$ cat src/common/cpuPkg.sv
package cpuPkg;

    localparam int WORD_WIDTH = 24;
    localparam int REG_COUNT = 16;
    localparam int REG_ADDR_WIDTH = 4;
    localparam int PC_REG = 15;            // reads PC+8, writes redirect the PC
    localparam int LOAD_ADDR_WIDTH = 8;

    // instruction field layout
    localparam int OPCODE_HI = 23;
    localparam int OPCODE_LO = 21;
    localparam int IMM_BIT = 20;
    localparam int RD_HI = 19;
    localparam int RD_LO = 16;
    localparam int RS_HI = 15;
    localparam int RS_LO = 12;
    localparam int RT_HI = 11;
    localparam int RT_LO = 8;
    localparam int FUNCT_HI = 2;
    localparam int FUNCT_LO = 0;
    localparam int SHORT_IMM_WIDTH = 12;   // ALUI, load and store offset
    localparam int LONG_IMM_WIDTH = 20;    // branch word offset

    typedef enum logic [2:0] {
        OP_ALU    = 3'd0,
        OP_ALUI   = 3'd1,
        OP_CMP    = 3'd2,
        OP_LOAD   = 3'd3,
        OP_STORE  = 3'd4,
        OP_BRANCH = 3'd5,
        OP_HALT   = 3'd6,
        OP_NOP    = 3'd7                   // reserved
    } opcode_t;

    typedef enum logic [2:0] {
        ALU_ADD   = 3'd0,
        ALU_SUB   = 3'd1,
        ALU_AND   = 3'd2,
        ALU_OR    = 3'd3,
        ALU_XOR   = 3'd4,
        ALU_SHL   = 3'd5,
        ALU_SHR   = 3'd6,
        ALU_PASSB = 3'd7
    } aluOp_t;

    typedef enum logic [2:0] {
        COND_ALWAYS = 3'd0,
        COND_EQ     = 3'd1,
        COND_NE     = 3'd2,
        COND_LT     = 3'd3,
        COND_GE     = 3'd4
    } branchCond_t;

    typedef enum logic [1:0] {
        IMM_ZERO12   = 2'd0,
        IMM_SIGN12   = 2'd1,
        IMM_SIGN20X4 = 2'd2
    } immSrc_t;

    typedef struct packed {
        logic n;
        logic z;
        logic c;
        logic v;
    } aluFlags_t;

    typedef struct packed {
        logic    regWrite;
        logic    memWrite;
        logic    memToReg;
        logic    aluSrc;                   // B from immediate
        logic    pcFromResult;
        logic    srcAFromPc;               // A from PC+8
        immSrc_t immSrc;
        aluOp_t  aluControl;
    } controlSignals_t;

    typedef struct packed {
        logic                  write;
        logic [WORD_WIDTH-1:0] address;
        logic [WORD_WIDTH-1:0] data;
    } storeBus_t;

endpackage
$ cat src/processor/processor.sv
`timescale 1ns/1ps

module processor (
    input  logic                            clk,
    input  logic                            reset,
    input  logic [cpuPkg::WORD_WIDTH-1:0]   instruction,
    input  logic [cpuPkg::WORD_WIDTH-1:0]   readData,
    output logic [cpuPkg::WORD_WIDTH-1:0]   pc,
    output cpuPkg::storeBus_t               storeBus,
    output logic                            halted
);
    import cpuPkg::*;

    opcode_t                   opcode;
    logic                      immBit;
    logic [REG_ADDR_WIDTH-1:0] rd;
    logic [REG_ADDR_WIDTH-1:0] rs;
    logic [REG_ADDR_WIDTH-1:0] rt;
    logic [2:0]                funct;
    logic [REG_ADDR_WIDTH-1:0] readAddressB;

    controlSignals_t           control;
    aluFlags_t                 aluFlags;

    logic [WORD_WIDTH-1:0]     pcPlus4;
    logic [WORD_WIDTH-1:0]     pcPlus8;
    logic [WORD_WIDTH-1:0]     nextPc;
    logic [WORD_WIDTH-1:0]     extImm;
    logic [WORD_WIDTH-1:0]     regA;
    logic [WORD_WIDTH-1:0]     regB;
    logic [WORD_WIDTH-1:0]     srcA;
    logic [WORD_WIDTH-1:0]     srcB;
    logic [WORD_WIDTH-1:0]     aluResult;
    logic [WORD_WIDTH-1:0]     result;

    assign opcode = opcode_t'(instruction[OPCODE_HI:OPCODE_LO]);
    assign immBit = instruction[IMM_BIT];
    assign rd     = instruction[RD_HI:RD_LO];
    assign rs     = instruction[RS_HI:RS_LO];
    assign rt     = instruction[RT_HI:RT_LO];
    assign funct  = instruction[FUNCT_HI:FUNCT_LO];

    // stores take their data from Rd, since Rt overlaps the offset
    assign readAddressB = (opcode == OP_STORE) ? rd : rt;

    assign pcPlus4 = pc + WORD_WIDTH'(4);
    assign pcPlus8 = pcPlus4 + WORD_WIDTH'(4);

    always_comb begin
        case (control.immSrc)
            IMM_ZERO12:   extImm = {{(WORD_WIDTH - SHORT_IMM_WIDTH){1'b0}},
                                    instruction[SHORT_IMM_WIDTH-1:0]};
            IMM_SIGN12:   extImm = {{(WORD_WIDTH - SHORT_IMM_WIDTH){instruction[SHORT_IMM_WIDTH-1]}},
                                    instruction[SHORT_IMM_WIDTH-1:0]};
            IMM_SIGN20X4: extImm = {{(WORD_WIDTH - LONG_IMM_WIDTH - 2){instruction[LONG_IMM_WIDTH-1]}},
                                    instruction[LONG_IMM_WIDTH-1:0], 2'b00};
            default:      extImm = '0;
        endcase
    end

    assign srcA   = control.srcAFromPc ? pcPlus8 : regA;
    assign srcB   = control.aluSrc ? extImm : regB;
    assign result = control.memToReg ? readData : aluResult;

    // jump targets are forced to a word boundary
    assign nextPc = halted ? pc :
                    control.pcFromResult ? {result[WORD_WIDTH-1:2], 2'b00} : pcPlus4;

    always_ff @(posedge clk) begin
        if (reset) begin
            pc <= '0;
        end else begin
            pc <= nextPc;
        end
    end

    assign storeBus.write   = control.memWrite;
    assign storeBus.address = aluResult;
    assign storeBus.data    = regB;

    controlUnit u_controlUnit (
        .clk     (clk),
        .reset   (reset),
        .opcode  (opcode),
        .immBit  (immBit),
        .funct   (funct),
        .rd      (rd),
        .flags   (aluFlags),
        .control (control),
        .halted  (halted)
    );

    registerFile u_registerFile (
        .clk          (clk),
        .reset        (reset),
        .readAddressA (rs),
        .readAddressB (readAddressB),
        .writeAddress (rd),
        .writeEnable  (control.regWrite),
        .writeData    (result),
        .pcPlus8      (pcPlus8),
        .readDataA    (regA),
        .readDataB    (regB)
    );

    alu u_alu (
        .a      (srcA),
        .b      (srcB),
        .op     (control.aluControl),
        .result (aluResult),
        .flags  (aluFlags)
    );

endmodule

$ cat src/processor/registerFile.sv
`timescale 1ns/1ps

module registerFile (
    input  logic                                clk,
    input  logic                                reset,
    input  logic [cpuPkg::REG_ADDR_WIDTH-1:0]   readAddressA,
    input  logic [cpuPkg::REG_ADDR_WIDTH-1:0]   readAddressB,
    input  logic [cpuPkg::REG_ADDR_WIDTH-1:0]   writeAddress,
    input  logic                                writeEnable,
    input  logic [cpuPkg::WORD_WIDTH-1:0]       writeData,
    input  logic [cpuPkg::WORD_WIDTH-1:0]       pcPlus8,
    output logic [cpuPkg::WORD_WIDTH-1:0]       readDataA,
    output logic [cpuPkg::WORD_WIDTH-1:0]       readDataB
);
    import cpuPkg::*;

    localparam logic [REG_ADDR_WIDTH-1:0] PC_ADDR = REG_ADDR_WIDTH'(PC_REG);

    logic [WORD_WIDTH-1:0] regs [REG_COUNT];

    always_ff @(posedge clk) begin
        if (reset) begin
            for (int i = 0; i < REG_COUNT; i++) begin
                regs[i] <= '0;
            end
        end else if (writeEnable && writeAddress != PC_ADDR) begin
            regs[writeAddress] <= writeData;   // r15 lives in the PC register
        end
    end

    assign readDataA = (readAddressA == PC_ADDR) ? pcPlus8 : regs[readAddressA];
    assign readDataB = (readAddressB == PC_ADDR) ? pcPlus8 : regs[readAddressB];

endmodule

$ cat src/processor/controlUnit.sv
`timescale 1ns/1ps

module controlUnit (
    input  logic                                clk,
    input  logic                                reset,
    input  cpuPkg::opcode_t                     opcode,
    input  logic                                immBit,
    input  logic [2:0]                          funct,
    input  logic [cpuPkg::REG_ADDR_WIDTH-1:0]   rd,
    input  cpuPkg::aluFlags_t                   flags,
    output cpuPkg::controlSignals_t             control,
    output logic                                halted
);
    import cpuPkg::*;

    aluFlags_t   flagReg;
    logic        haltedReg;
    branchCond_t cond;
    logic        condHolds;

    assign cond = branchCond_t'(funct);

    always_comb begin
        case (cond)
            COND_ALWAYS: condHolds = 1'b1;
            COND_EQ:     condHolds = flagReg.z;
            COND_NE:     condHolds = !flagReg.z;
            COND_LT:     condHolds = flagReg.n != flagReg.v;
            COND_GE:     condHolds = flagReg.n == flagReg.v;
            default:     condHolds = 1'b0;  // unused codes never branch
        endcase
    end

    always_comb begin
        control            = '0;
        control.aluControl = aluOp_t'(funct);
        control.immSrc     = IMM_SIGN12;
        case (opcode)
            OP_ALU: control.regWrite = 1'b1;
            OP_ALUI: begin
                control.regWrite = 1'b1;
                control.aluSrc   = 1'b1;
                control.immSrc   = immBit ? IMM_SIGN12 : IMM_ZERO12;
            end
            OP_CMP: begin
                control.aluSrc     = immBit;
                control.aluControl = ALU_SUB;
            end
            OP_LOAD: begin
                control.regWrite   = 1'b1;
                control.memToReg   = 1'b1;
                control.aluSrc     = 1'b1;
                control.aluControl = ALU_ADD;
            end
            OP_STORE: begin
                control.memWrite   = !reset;    // no stores while the program loads
                control.aluSrc     = 1'b1;
                control.aluControl = ALU_ADD;
            end
            OP_BRANCH: begin
                control.srcAFromPc = 1'b1;
                control.aluSrc     = 1'b1;
                control.immSrc     = IMM_SIGN20X4;
                control.aluControl = ALU_ADD;
            end
            default: ;                          // HALT and the reserved code
        endcase
        control.pcFromResult = (opcode == OP_BRANCH && condHolds) ||
                               (control.regWrite && rd == REG_ADDR_WIDTH'(PC_REG));
    end

    assign halted = haltedReg || opcode == OP_HALT;

    always_ff @(posedge clk) begin
        if (reset) begin
            flagReg   <= '0;
            haltedReg <= 1'b0;
        end else begin
            if (opcode == OP_CMP) flagReg <= flags;    // only CMP touches NZCV
            if (opcode == OP_HALT) haltedReg <= 1'b1;
        end
    end

endmodule

$ cat src/logic/alu.sv
`timescale 1ns/1ps

module alu (
    input  logic [cpuPkg::WORD_WIDTH-1:0]   a,
    input  logic [cpuPkg::WORD_WIDTH-1:0]   b,
    input  cpuPkg::aluOp_t                  op,
    output logic [cpuPkg::WORD_WIDTH-1:0]   result,
    output cpuPkg::aluFlags_t               flags
);
    import cpuPkg::*;

    logic [WORD_WIDTH:0]   sum;        // carry in the top bit
    logic [WORD_WIDTH:0]   diff;       // top bit set means no borrow
    logic [4:0]            shamt;

    assign sum   = {1'b0, a} + {1'b0, b};
    assign diff  = {1'b0, a} + {1'b0, ~b} + (WORD_WIDTH + 1)'(1);
    assign shamt = b[4:0];

    always_comb begin
        flags.c = 1'b0;
        flags.v = 1'b0;
        case (op)
            ALU_ADD: begin
                result  = sum[WORD_WIDTH-1:0];
                flags.c = sum[WORD_WIDTH];
                flags.v = (a[WORD_WIDTH-1] == b[WORD_WIDTH-1]) &&
                          (result[WORD_WIDTH-1] != a[WORD_WIDTH-1]);
            end
            ALU_SUB: begin
                result  = diff[WORD_WIDTH-1:0];
                flags.c = diff[WORD_WIDTH];
                flags.v = (a[WORD_WIDTH-1] != b[WORD_WIDTH-1]) &&
                          (result[WORD_WIDTH-1] != a[WORD_WIDTH-1]);
            end
            ALU_AND:   result = a & b;
            ALU_OR:    result = a | b;
            ALU_XOR:   result = a ^ b;
            ALU_SHL:   result = a << shamt;
            ALU_SHR:   result = a >> shamt;    // logical
            ALU_PASSB: result = b;
            default:   result = '0;
        endcase
        flags.n = result[WORD_WIDTH-1];
        flags.z = result == '0;
    end

endmodule

$ cat config.mk
export PLATFORM = sky130hd
export DESIGN_NAME = processor
export DESIGN_NICKNAME = d
export VERILOG_FILES = /design/src/common/cpuPkg.sv /design/src/processor/processor.sv /design/src/processor/registerFile.sv /design/src/processor/controlUnit.sv /design/src/logic/alu.sv
export SDC_FILE = /design/constraint.sdc
export NUM_CORES = 1
export LEC_CHECK = 0
export BUFFER_PORTS_ARGS = -buffer_cell sky130_fd_sc_hd__buf_2
export CORE_MARGIN = 2
export CORE_UTILIZATION = 30
export CTS_BUF_LIST = sky130_fd_sc_hd__clkbuf_8 sky130_fd_sc_hd__clkbuf_16
export DETAILED_ROUTE_END_ITERATION = 10
export GPL_TIMING_DRIVEN = 0
export PLACE_DENSITY_LB_ADDON = 0.25
export SLEW_MARGIN = 25
export SYNTH_ARGS = -nofsm -noshare
export SYNTH_HDL_FRONTEND = slang
export SYNTH_SLANG_ARGS = --single-unit
$ cat constraint.sdc
create_clock -name clk -period 11.25 [get_ports clk]
set_input_delay 2.25 -clock clk [delete_from_list [all_inputs] [get_ports clk]]
set_output_delay 2.25 -clock clk [all_outputs]
set_load 0.01 [all_outputs]
==> metrics.txt, run 1 <==
# TYPE chip_impl_metric gauge
chip_impl_metric{name="final_period_minus_worst_setup_slack",unit="ns"} 11.24
chip_impl_metric{name="ff_latch_area",unit="um^2"} 11660
chip_impl_metric{name="report.final.slew_viol_count",unit=""} 0
chip_impl_metric{name="worst-slew-pin-transition",unit="ns"} 1.200
chip_impl_info{name="top_layer_used",value="met5"} 1
chip_impl_metric{name="layout.filler_cells",unit=""} 10500
chip_impl_metric{name="avgRoutedWirePerCell",unit="um"} 35.05
chip_impl_metric{name="h-tree-depth",unit=""} 2
chip_impl_metric{name="synth_top_cell_area_share",unit="%"} 36.47
chip_impl_metric{name="floorplan.initialDensity",unit="%"} 30.11
chip_impl_metric{name="netlist_instances",unit=""} 3353
chip_impl_metric{name="first_global_vias",unit=""} 29370
chip_impl_metric{name="area_delta_synth_final",unit="%"} 17.76
chip_impl_metric{name="drt_iter0_drc",unit=""} 4999
chip_impl_metric{name="totalNegativeSetupSlack",unit="ns"} 0
chip_impl_metric{name="grt_max_degree",unit=""} 25
chip_impl_metric{name="wl_met3",unit="um"} 20200
chip_impl_metric{name="multi_input_area",unit="um^2"} 18000
chip_impl_metric{name="port_buffers",unit=""} 113
chip_impl_metric{name="route.vias.total",unit=""} 31650
chip_impl_metric{name="cts-hold-fix-buffers",unit=""} 0
chip_impl_metric{name="synth_seq_area_share",unit="%"} 38.18
chip_impl_metric{name="critPathRequiredTime",unit="ns"} 9.00
chip_impl_metric{name="finalCritPeriodShare",unit="%"} 99.93
chip_impl_metric{name="num-nets-final",unit=""} 3687
chip_impl_metric{name="max-clock-path-buffers",unit=""} 3
chip_impl_metric{name="numClockSinks",unit=""} 397
chip_impl_metric{name="detail_route.drc_violations",unit=""} 0
chip_impl_info{name="critical_path.startpoint_type",value="input pin"} 1
chip_impl_metric{name="cp_data_arrival_time",unit="ns"} 8.99
chip_impl_metric{name="ys_async_sr_fraction",unit="%"} 0
chip_impl_metric{name="report.final.hold_viol_count",unit=""} 0
chip_impl_metric{name="max-slew-margin-rel",unit="%"} 19.44
chip_impl_metric{name="ys_ff_latch",unit=""} 397
chip_impl_metric{name="routed-wl-met2",unit="um"} 75200
chip_impl_metric{name="total_routing_resource_utilization_after_global_routing",unit="%"} 32.42
chip_impl_metric{name="yosys_warnings",unit=""} 0
chip_impl_info{name="netlist.top_cell.by_area",value="sky130_fd_sc_hd__edfxtp_1"} 1
chip_impl_metric{name="place_hpwl",unit="um"} 129600
chip_impl_metric{name="rows",unit=""} 117
chip_impl_metric{name="fin_total_pwr",unit="mW"} 5.604
chip_impl_metric{name="cts_buffer_count",unit=""} 44
chip_impl_metric{name="skew",unit="ns"} 0.02142
chip_impl_metric{name="syn_area_per_cell",unit="um^2"} 9.110
chip_impl_metric{name="drtPass1Iterations",unit=""} 6
chip_impl_info{name="synth_top_flop_cell",value="sky130_fd_sc_hd__edfxtp_1"} 1
chip_impl_metric{name="fp.dieH",unit="um"} 323.1
chip_impl_metric{name="path_max_fanout",unit=""} 20
chip_impl_metric{name="floorplan.die.width",unit="um"} 323.1
chip_impl_metric{name="final_antenna_net_count",unit=""} 0
chip_impl_info{name="synth_top_cells_by_area",value="sky130_fd_sc_hd__edfxtp_1 (36%), sky130_fd_sc_hd__mux4_2 (6.9%), sky130_fd_sc_hd__nor2_1 (6.6%)"} 1
chip_impl_info{name="crit_path_end_kind",value="output pin"} 1
chip_impl_info{name="status",value="completed"} 1
chip_impl_metric{name="final_layout_size_suffix_gt1_share",unit="%"} 18.73
chip_impl_metric{name="pwr_density_cell",unit="nW/um^2"} 155.8
chip_impl_info{name="cts-root-buf",value="sky130_fd_sc_hd__clkbuf_16"} 1
chip_impl_info{name="worstHoldPathType",value="flip-flop to flip-flop"} 1
chip_impl_metric{name="clk_pin_slew",unit="ns"} 0.07
chip_impl_metric{name="drt-total-wl",unit="um"} 174000
chip_impl_metric{name="clkLatencyLatePin",unit="ns"} 0.60
chip_impl_info{name="worst-setup-path-type",value="input pin to output pin"} 1
chip_impl_metric{name="globalRouteOverflowTotal",unit=""} 0
chip_impl_metric{name="place.gp.congestion",unit=""} 1.053
chip_impl_metric{name="dp.cells",unit=""} 4870
chip_impl_metric{name="wl_on_met1",unit="um"} 64150
chip_impl_metric{name="finalNonFillerCells",unit=""} 4965
chip_impl_metric{name="mappedNetlistArea",unit="um^2"} 30550
chip_impl_metric{name="die_footprint",unit="um^2"} 104400
chip_impl_metric{name="grt_first_pass_wirelength",unit="um"} 235900
chip_impl_metric{name="layout.core_utilization",unit="%"} 35.46
chip_impl_metric{name="peak_supply_drop",unit="uV"} 101.9
chip_impl_metric{name="maximum_clock_frequency",unit="MHz"} 88.95
chip_impl_info{name="tritoncts_clock_tree",value="yes"} 1
chip_impl_metric{name="lkg_pwr",unit="nW"} 13.34
chip_impl_metric{name="setup_viol",unit=""} 0
chip_impl_metric{name="synth_edf_count",unit=""} 371
chip_impl_metric{name="core",unit="um^2"} 101400
chip_impl_metric{name="drv_cap",unit=""} 0
chip_impl_metric{name="boundaryPins",unit=""} 124
chip_impl_metric{name="drt-vias-per-instance",unit=""} 6.375
chip_impl_metric{name="antenna_found_initial",unit=""} 14
chip_impl_info{name="rsz0062_at_grt",value="true"} 1
chip_impl_metric{name="synth.lib_cells_used.distinct",unit=""} 120
==> what timing repair did <==
item / CTS / global route
setup endpoints to repair: 238 / 9
setup buffers: 14 / 8
resized for setup: 180 / 77
hold endpoints to repair: 0 / 0
pin swaps: 8 / 12
==> cell type report <==
type	instances	area share (%)
multi-input cells	2567	50.05
flip-flops and latches	397	32.42
well taps	1368	4.758
plain buffers	291	4.539
clock buffers	49	3.284
repair buffers	160	3.061
inverters	99	1.061
clock inverters	30	0.7966
diodes	4	0.02783
==> synth_stat cells, types with 16 or more instances <==
cell type / count
sky130_fd_sc_hd__a2111oi_0: 16
sky130_fd_sc_hd__a21o_1: 21
sky130_fd_sc_hd__and3_1: 28
sky130_fd_sc_hd__inv_1: 91
sky130_fd_sc_hd__o21ai_0: 133
sky130_fd_sc_hd__nand2_1: 384
sky130_fd_sc_hd__or3_1: 18
sky130_fd_sc_hd__clkbuf_1: 172
sky130_fd_sc_hd__a211o_1: 16
sky130_fd_sc_hd__o21a_1: 19
sky130_fd_sc_hd__mux4_2: 94
sky130_fd_sc_hd__a21oi_1: 161
sky130_fd_sc_hd__buf_1: 38
sky130_fd_sc_hd__a211oi_1: 77
sky130_fd_sc_hd__nor2_1: 535
sky130_fd_sc_hd__mux2i_1: 150
sky130_fd_sc_hd__a31oi_1: 30
sky130_fd_sc_hd__a311oi_1: 43
sky130_fd_sc_hd__and2_1: 23
sky130_fd_sc_hd__edfxtp_1: 371
sky130_fd_sc_hd__nand3_1: 133
sky130_fd_sc_hd__dfxtp_1: 26
sky130_fd_sc_hd__buf_2: 73
sky130_fd_sc_hd__nor3_1: 76
sky130_fd_sc_hd__xnor2_1: 31
sky130_fd_sc_hd__o211ai_1: 44
sky130_fd_sc_hd__o31ai_1: 17
sky130_fd_sc_hd__nand2b_1: 35
sky130_fd_sc_hd__xor2_1: 16
sky130_fd_sc_hd__mux2_2: 22
sky130_fd_sc_hd__o22ai_1: 24
sky130_fd_sc_hd__ha_1: 75
==> routing by layer <==
layer	global-route usage [%]	vias up
met4	21.50	4
li1	-	12900
met1	40.35	15660
met3	7.670	616
met5	0	-
met2	50.09	2470
==> cells in the final DEF, fill, tap and decap left out, types with 23 or more instances in the layout <==
master | synthesis | final
sky130_fd_sc_hd__nor2_1 | 535 | 533
sky130_fd_sc_hd__nand2_1 | 384 | 384
sky130_fd_sc_hd__edfxtp_1 | 371 | 371
sky130_fd_sc_hd__buf_2 | 73 | 160
sky130_fd_sc_hd__a21oi_1 | 161 | 147
sky130_fd_sc_hd__nand3_1 | 133 | 132
sky130_fd_sc_hd__mux2i_1 | 150 | 132
sky130_fd_sc_hd__o21ai_0 | 133 | 130
sky130_fd_sc_hd__clkbuf_1 | 172 | 124
sky130_fd_sc_hd__inv_1 | 91 | 94
sky130_fd_sc_hd__mux4_2 | 94 | 94
sky130_fd_sc_hd__nor3_1 | 76 | 75
sky130_fd_sc_hd__ha_1 | 75 | 71
sky130_fd_sc_hd__a211oi_1 | 77 | 70
sky130_fd_sc_hd__buf_4 | 13 | 58
sky130_fd_sc_hd__clkbuf_16 | 0 | 45
sky130_fd_sc_hd__o211ai_1 | 44 | 44
sky130_fd_sc_hd__a311oi_1 | 43 | 34
sky130_fd_sc_hd__a31oi_1 | 30 | 29
sky130_fd_sc_hd__xnor2_1 | 31 | 29
sky130_fd_sc_hd__and3_1 | 28 | 28
sky130_fd_sc_hd__dfxtp_1 | 26 | 26
sky130_fd_sc_hd__clkbuf_4 | 0 | 24
sky130_fd_sc_hd__clkbuf_2 | 1 | 23
sky130_fd_sc_hd__and2_1 | 23 | 23
==> worst paths after layout <==
path              cells after the start  slack, ns                                    end                             startpoint
setup / recovery                     26      0.008                           storeBus[40]                        instruction[16]
hold / removal                        2       0.47  u_controlUnit.flagReg[0]$_SDFFE_PP0N_  u_controlUnit.flagReg[0]$_SDFFE_PP0N_
setup reg to reg                     25       2.36  u_controlUnit.flagReg[2]$_SDFFE_PP0N_                     pc[2]$_SDFFE_PP0N_
hold reg to reg                       2       0.47  u_controlUnit.flagReg[0]$_SDFFE_PP0N_  u_controlUnit.flagReg[0]$_SDFFE_PP0N_
==> worst max-delay path, cell delays in order <==
cell	delay (ns)
sky130_fd_sc_hd__buf_2	0.17
sky130_fd_sc_hd__clkbuf_1	0.52
sky130_fd_sc_hd__nand2_1	0.31
sky130_fd_sc_hd__mux2i_2	0.43
sky130_fd_sc_hd__a221oi_1	0.17
sky130_fd_sc_hd__a22o_1	0.31
sky130_fd_sc_hd__nor2_4	0.41
sky130_fd_sc_hd__nor2_8	0.13
sky130_fd_sc_hd__inv_4	0.16
sky130_fd_sc_hd__buf_2	0.28
sky130_fd_sc_hd__buf_6	0.28
sky130_fd_sc_hd__ha_1	0.21
sky130_fd_sc_hd__inv_1	0.06
sky130_fd_sc_hd__fa_1	0.47
sky130_fd_sc_hd__a21o_1	0.25
sky130_fd_sc_hd__a211oi_2	0.31
sky130_fd_sc_hd__nor2_1	0.15
sky130_fd_sc_hd__o211ai_1	0.18
sky130_fd_sc_hd__buf_4	0.16
sky130_fd_sc_hd__nand2_1	0.09
sky130_fd_sc_hd__a211o_1	0.30
sky130_fd_sc_hd__a21oi_1	0.18
sky130_fd_sc_hd__o221a_4	0.28
sky130_fd_sc_hd__o31ai_1	0.09
sky130_fd_sc_hd__or4_4	0.58
sky130_fd_sc_hd__buf_2	0.18
==> flip-flops by register name (all words and copies together) (netlist names) <==
name / cells
u_registerFile.regs: 371
pc: 22
u_controlUnit.flagReg: 3
u_controlUnit.haltedReg: 1
==> stage by stage <==
stage	instance area, um^2	hold WS (ns)	setup slack (ns)
floorplan	30590	0.4433	0.5625
finish	35970	0.4743	0.008301
CTS	35630	0.4755	-0.009774
global placement	32870	0.4518	-3.597
detailed placement	33550	0.4672	-2.696
global route	35960	0.4954	-0.06563
==> report_power, final <==
group	total (mW)	internal [mW]	switching (mW)
Combinational	2.35	0.667	1.68
Clock	1.53	0.887	0.647
Sequential	1.72	1.68	0.0450
Total	5.60	3.23	2.37
==> kinds of logic after synthesis <==
| group | count (synthesis) | synth area share (%) |
|---|---|---|
| adders and majority gates | 77 | 3.203 |
| buffers and inverters | 401 | 5.526 |
| xor gates and xnor gates | 49 | 1.454 |
| AOI/OAI and AO/OA | 812 | 18.78 |
| muxes | 270 | 12.85 |
| other | 1 | 0.01228 |
| DFF | 397 | 38.18 |
| and+or+nand+nor | 1346 | 20.00 |
Note: power is estimated with default switching activity, not from simulation.
==> run 2: changes to the inputs <==
--- a/config.mk
+++ b/config.mk
@@ -5,6 +5,7 @@
 export SDC_FILE = /design/constraint.sdc
 export NUM_CORES = 1
 export LEC_CHECK = 0
+export ABC_CLOCK_PERIOD_IN_PS = 11250
 export BUFFER_PORTS_ARGS = -buffer_cell sky130_fd_sc_hd__buf_2
 export CORE_MARGIN = 2
 export CORE_UTILIZATION = 30
@@ -15,4 +16,5 @@
 export SLEW_MARGIN = 25
 export SYNTH_ARGS = -nofsm -noshare
 export SYNTH_HDL_FRONTEND = slang
+export SYNTH_HIERARCHICAL = 1
 export SYNTH_SLANG_ARGS = --single-unit
==> run 2 against run 1 <==
Against the previous run: critical path depth fell by 1; cell area decreased by 4.8%; synthesized cell count fell by 14%; clock-buffer cell count decreased by 2.
==> metrics.txt, run 2 <==
# TYPE chip_impl_metric gauge
chip_impl_info{name="status",value="completed"} 1
chip_impl_metric{name="finalCritPeriodShare",unit="%"} 98.89
chip_impl_info{name="timing.rr.start",value="pc[2]$_SDFFE_PP0N_"} 1
chip_impl_metric{name="layout.core_utilization",unit="%"} 34.24
chip_impl_metric{name="peak_supply_drop",unit="uV"} 114.6
chip_impl_metric{name="globalRouteOverflowTotal",unit=""} 0
chip_impl_metric{name="share_comb_of_total_power",unit="%"} 39.7
chip_impl_info{name="cts-root-buf",value="sky130_fd_sc_hd__clkbuf_16"} 1
chip_impl_metric{name="holdWs",unit="ns"} 0.5142
chip_impl_metric{name="die_footprint",unit="um^2"} 103300
chip_impl_metric{name="skew",unit="ns"} 0.03517
chip_impl_metric{name="route.vias.total",unit=""} 25640
chip_impl_info{name="worst-setup-path-type",value="input pin to output pin"} 1
chip_impl_metric{name="final_period_minus_worst_setup_slack",unit="ns"} 11.13
chip_impl_metric{name="total_routing_resource_utilization_after_global_routing",unit="%"} 25.38
chip_impl_metric{name="pwr_density_cell",unit="nW/um^2"} 151.7
chip_impl_metric{name="antenna_found_initial",unit=""} 9
chip_impl_metric{name="h-tree-depth",unit=""} 2
chip_impl_metric{name="detail_route.drc_violations",unit=""} 0
chip_impl_metric{name="switching_pwr",unit="mW"} 2.109
chip_impl_metric{name="area_delta_synth_final",unit="%"} 13.34
chip_impl_metric{name="grt_max_degree",unit=""} 25
chip_impl_metric{name="numClockSinks",unit=""} 386
chip_impl_metric{name="clkLatencyLatePin",unit="ns"} 0.61
chip_impl_metric{name="syn_area_per_cell",unit="um^2"} 10.51
chip_impl_info{name="largest_registers",value="u_registerFile/regs x360, pc x22, u_controlUnit/flagReg x3"} 1
chip_impl_metric{name="floorplan.initialDensity",unit="%"} 30.21
chip_impl_metric{name="boundaryPins",unit=""} 124
chip_impl_metric{name="lkg_pwr",unit="nW"} 12.70
chip_impl_metric{name="drv_cap",unit=""} 0
chip_impl_metric{name="first_global_vias",unit=""} 24830
chip_impl_metric{name="max-slew-margin-rel",unit="%"} 20.07
chip_impl_metric{name="report.final.hold_viol_count",unit=""} 0
chip_impl_metric{name="power.internal",unit="mW"} 3.085
chip_impl_metric{name="avgRoutedWirePerCell",unit="um"} 30.71
chip_impl_metric{name="cp_data_arrival_time",unit="ns"} 8.88
chip_impl_metric{name="clk_pin_slew",unit="ns"} 0.05
chip_impl_info{name="hold_start",value="u_controlUnit/flagReg[0]$_SDFFE_PP0N_"} 1
chip_impl_info{name="worstHoldPathType",value="flip-flop to flip-flop"} 1
chip_impl_metric{name="mappedNetlistArea",unit="um^2"} 30210
chip_impl_metric{name="fp.dieH",unit="um"} 321.3
chip_impl_metric{name="yosys_warnings",unit=""} 6
chip_impl_metric{name="largest_register_ff_count",unit=""} 360
chip_impl_metric{name="path_max_fanout",unit=""} 11
chip_impl_metric{name="netlist_instances",unit=""} 2874
chip_impl_metric{name="worst-slew-pin-transition",unit="ns"} 1.190
chip_impl_metric{name="report.final.slew_viol_count",unit=""} 0
chip_impl_metric{name="grt_first_pass_wirelength",unit="um"} 188000
chip_impl_metric{name="max-clock-path-buffers",unit=""} 3
chip_impl_metric{name="floorplan.die.width",unit="um"} 321.3
chip_impl_metric{name="rows",unit=""} 116
chip_impl_metric{name="maximum_clock_frequency",unit="MHz"} 89.89
chip_impl_metric{name="drtPass1Iterations",unit=""} 6
chip_impl_metric{name="switching_share",unit="%"} 40.60
chip_impl_info{name="crit_path_start",value="instruction[21]"} 1
chip_impl_metric{name="final_layout_size_suffix_gt1_share",unit="%"} 20.21
chip_impl_info{name="layout_commonest_cell",value="sky130_fd_sc_hd__and2_1"} 1
chip_impl_metric{name="core",unit="um^2"} 100000
chip_impl_metric{name="setup_viol",unit=""} 0
chip_impl_metric{name="drt-total-wl",unit="um"} 134900
chip_impl_metric{name="cts_buffer_count",unit=""} 46
chip_impl_metric{name="drt_iter0_drc",unit=""} 2923
chip_impl_metric{name="critPathRequiredTime",unit="ns"} 9.00
chip_impl_info{name="layout_common_cells",value="sky130_fd_sc_hd__and2_1 (375), sky130_fd_sc_hd__edfxtp_1 (360), sky130_fd_sc_hd__a21oi_1 (179)"} 1
chip_impl_metric{name="dp.cells",unit=""} 4299
chip_impl_metric{name="final_antenna_net_count",unit=""} 0
chip_impl_metric{name="drt-vias-per-instance",unit=""} 5.837
chip_impl_info{name="crit_path_end_kind",value="output pin"} 1
chip_impl_info{name="regMostFlops",value="u_registerFile/regs"} 1
chip_impl_metric{name="finalNonFillerCells",unit=""} 4392
chip_impl_info{name="tritoncts_clock_tree",value="yes"} 1
chip_impl_metric{name="place.gp.congestion",unit=""} 1.005
chip_impl_metric{name="pwr-share-clk",unit="%"} 28.0
chip_impl_metric{name="pwr-share-seq",unit="%"} 32.3
chip_impl_metric{name="port_buffers",unit=""} 121
chip_impl_metric{name="place_hpwl",unit="um"} 110800
chip_impl_info{name="critical_path.startpoint_type",value="input pin"} 1
chip_impl_metric{name="num-nets-final",unit=""} 3180
-- run 2: through the flow --
stage	cell area, um^2	setup TNS [ns]	setup WS [ns]	power, mW
floorplan	30230	0	1.148	2.820
global placement	32460	-214.89	-3.308	3.681
detailed placement	32510	-78.00	-2.450	3.676
CTS	34160	0	0.01933	5.159
global route	34230	-0.04661	-0.04661	5.365
finish	34240	0	0.1250	5.193
-- run 2: path summary, 6_finish.rpt --
kind                                                end  slack, ns  depth (start not counted)
setup / recovery                           storeBus[38]       0.12                         25
hold / removal    u_controlUnit/flagReg[0]$_SDFFE_PP0N_       0.51                          2
setup reg to reg  u_controlUnit/flagReg[2]$_SDFFE_PP0N_       2.34                         26
hold reg to reg   u_controlUnit/flagReg[0]$_SDFFE_PP0N_       0.51                          2
-- run 2: routing by layer --
| metal | wire length, um | part of all wire, % | track usage (%) |
|---|---|---|---|
| met4 | 6810 | 5.0 | 11.30 |
| met2 | 61830 | 46 | 41.16 |
| met3 | 10010 | 7.4 | 4.112 |
| met1 | 56160 | 42 | 33.29 |
| met5 | 69 | 0.051 | 0 |
-- run 2: final cells by class --
type	count	area, um^2
flip-flops and latches	386	11330
well taps	1298	1624
diodes	6	15.01
clock inverters	36	274.0
inverters	91	346.6
multi-input cells	2140	17510
fillers	10090	65760
repair buffers	127	663.1
plain buffers	261	1319
clock buffers	47	1165
-- run 2: power groups by stage --
stage	sequential [mW]	combinational, mW	clock [mW]
after floorplan	1.68	1.14	0
after global placement	1.70	1.98	0
after global routing	1.68	2.15	1.53
final	1.68	2.06	1.45
after CTS	1.67	2.01	1.48
after detailed placement	1.70	1.97	0
-- run 2: worst max-delay path, stage by stage --
cell                       delay, ns
sky130_fd_sc_hd__buf_2          0.16
sky130_fd_sc_hd__nor3b_4        0.23
sky130_fd_sc_hd__buf_12         0.16
sky130_fd_sc_hd__mux2_2         0.33
sky130_fd_sc_hd__buf_4          0.19
sky130_fd_sc_hd__buf_2          0.23
sky130_fd_sc_hd__clkbuf_1       0.29
sky130_fd_sc_hd__o211ai_1       0.24
sky130_fd_sc_hd__o21ai_1        0.21
sky130_fd_sc_hd__o21ai_4        0.36
sky130_fd_sc_hd__nor2_1         0.12
sky130_fd_sc_hd__a21oi_4        0.34
sky130_fd_sc_hd__inv_1          0.19
sky130_fd_sc_hd__buf_2          0.28
sky130_fd_sc_hd__buf_4          0.25
sky130_fd_sc_hd__ha_1           0.29
sky130_fd_sc_hd__buf_4          0.16
sky130_fd_sc_hd__o21bai_1       0.14
sky130_fd_sc_hd__a2111o_1       0.55
sky130_fd_sc_hd__a311oi_1       0.51
sky130_fd_sc_hd__o21ai_0        0.30
sky130_fd_sc_hd__a21boi_0       0.30
sky130_fd_sc_hd__xnor2_1        0.09
sky130_fd_sc_hd__o211ai_1       0.42
sky130_fd_sc_hd__buf_2          0.23
-- run 2: what timing repair did --
action / in CTS / in global routing
setup endpoints to repair: 70 / 10
resized for setup: 47 / 27
hold buffers: 0 / 0
setup buffers: 4 / 1
pin swaps: 5 / 4
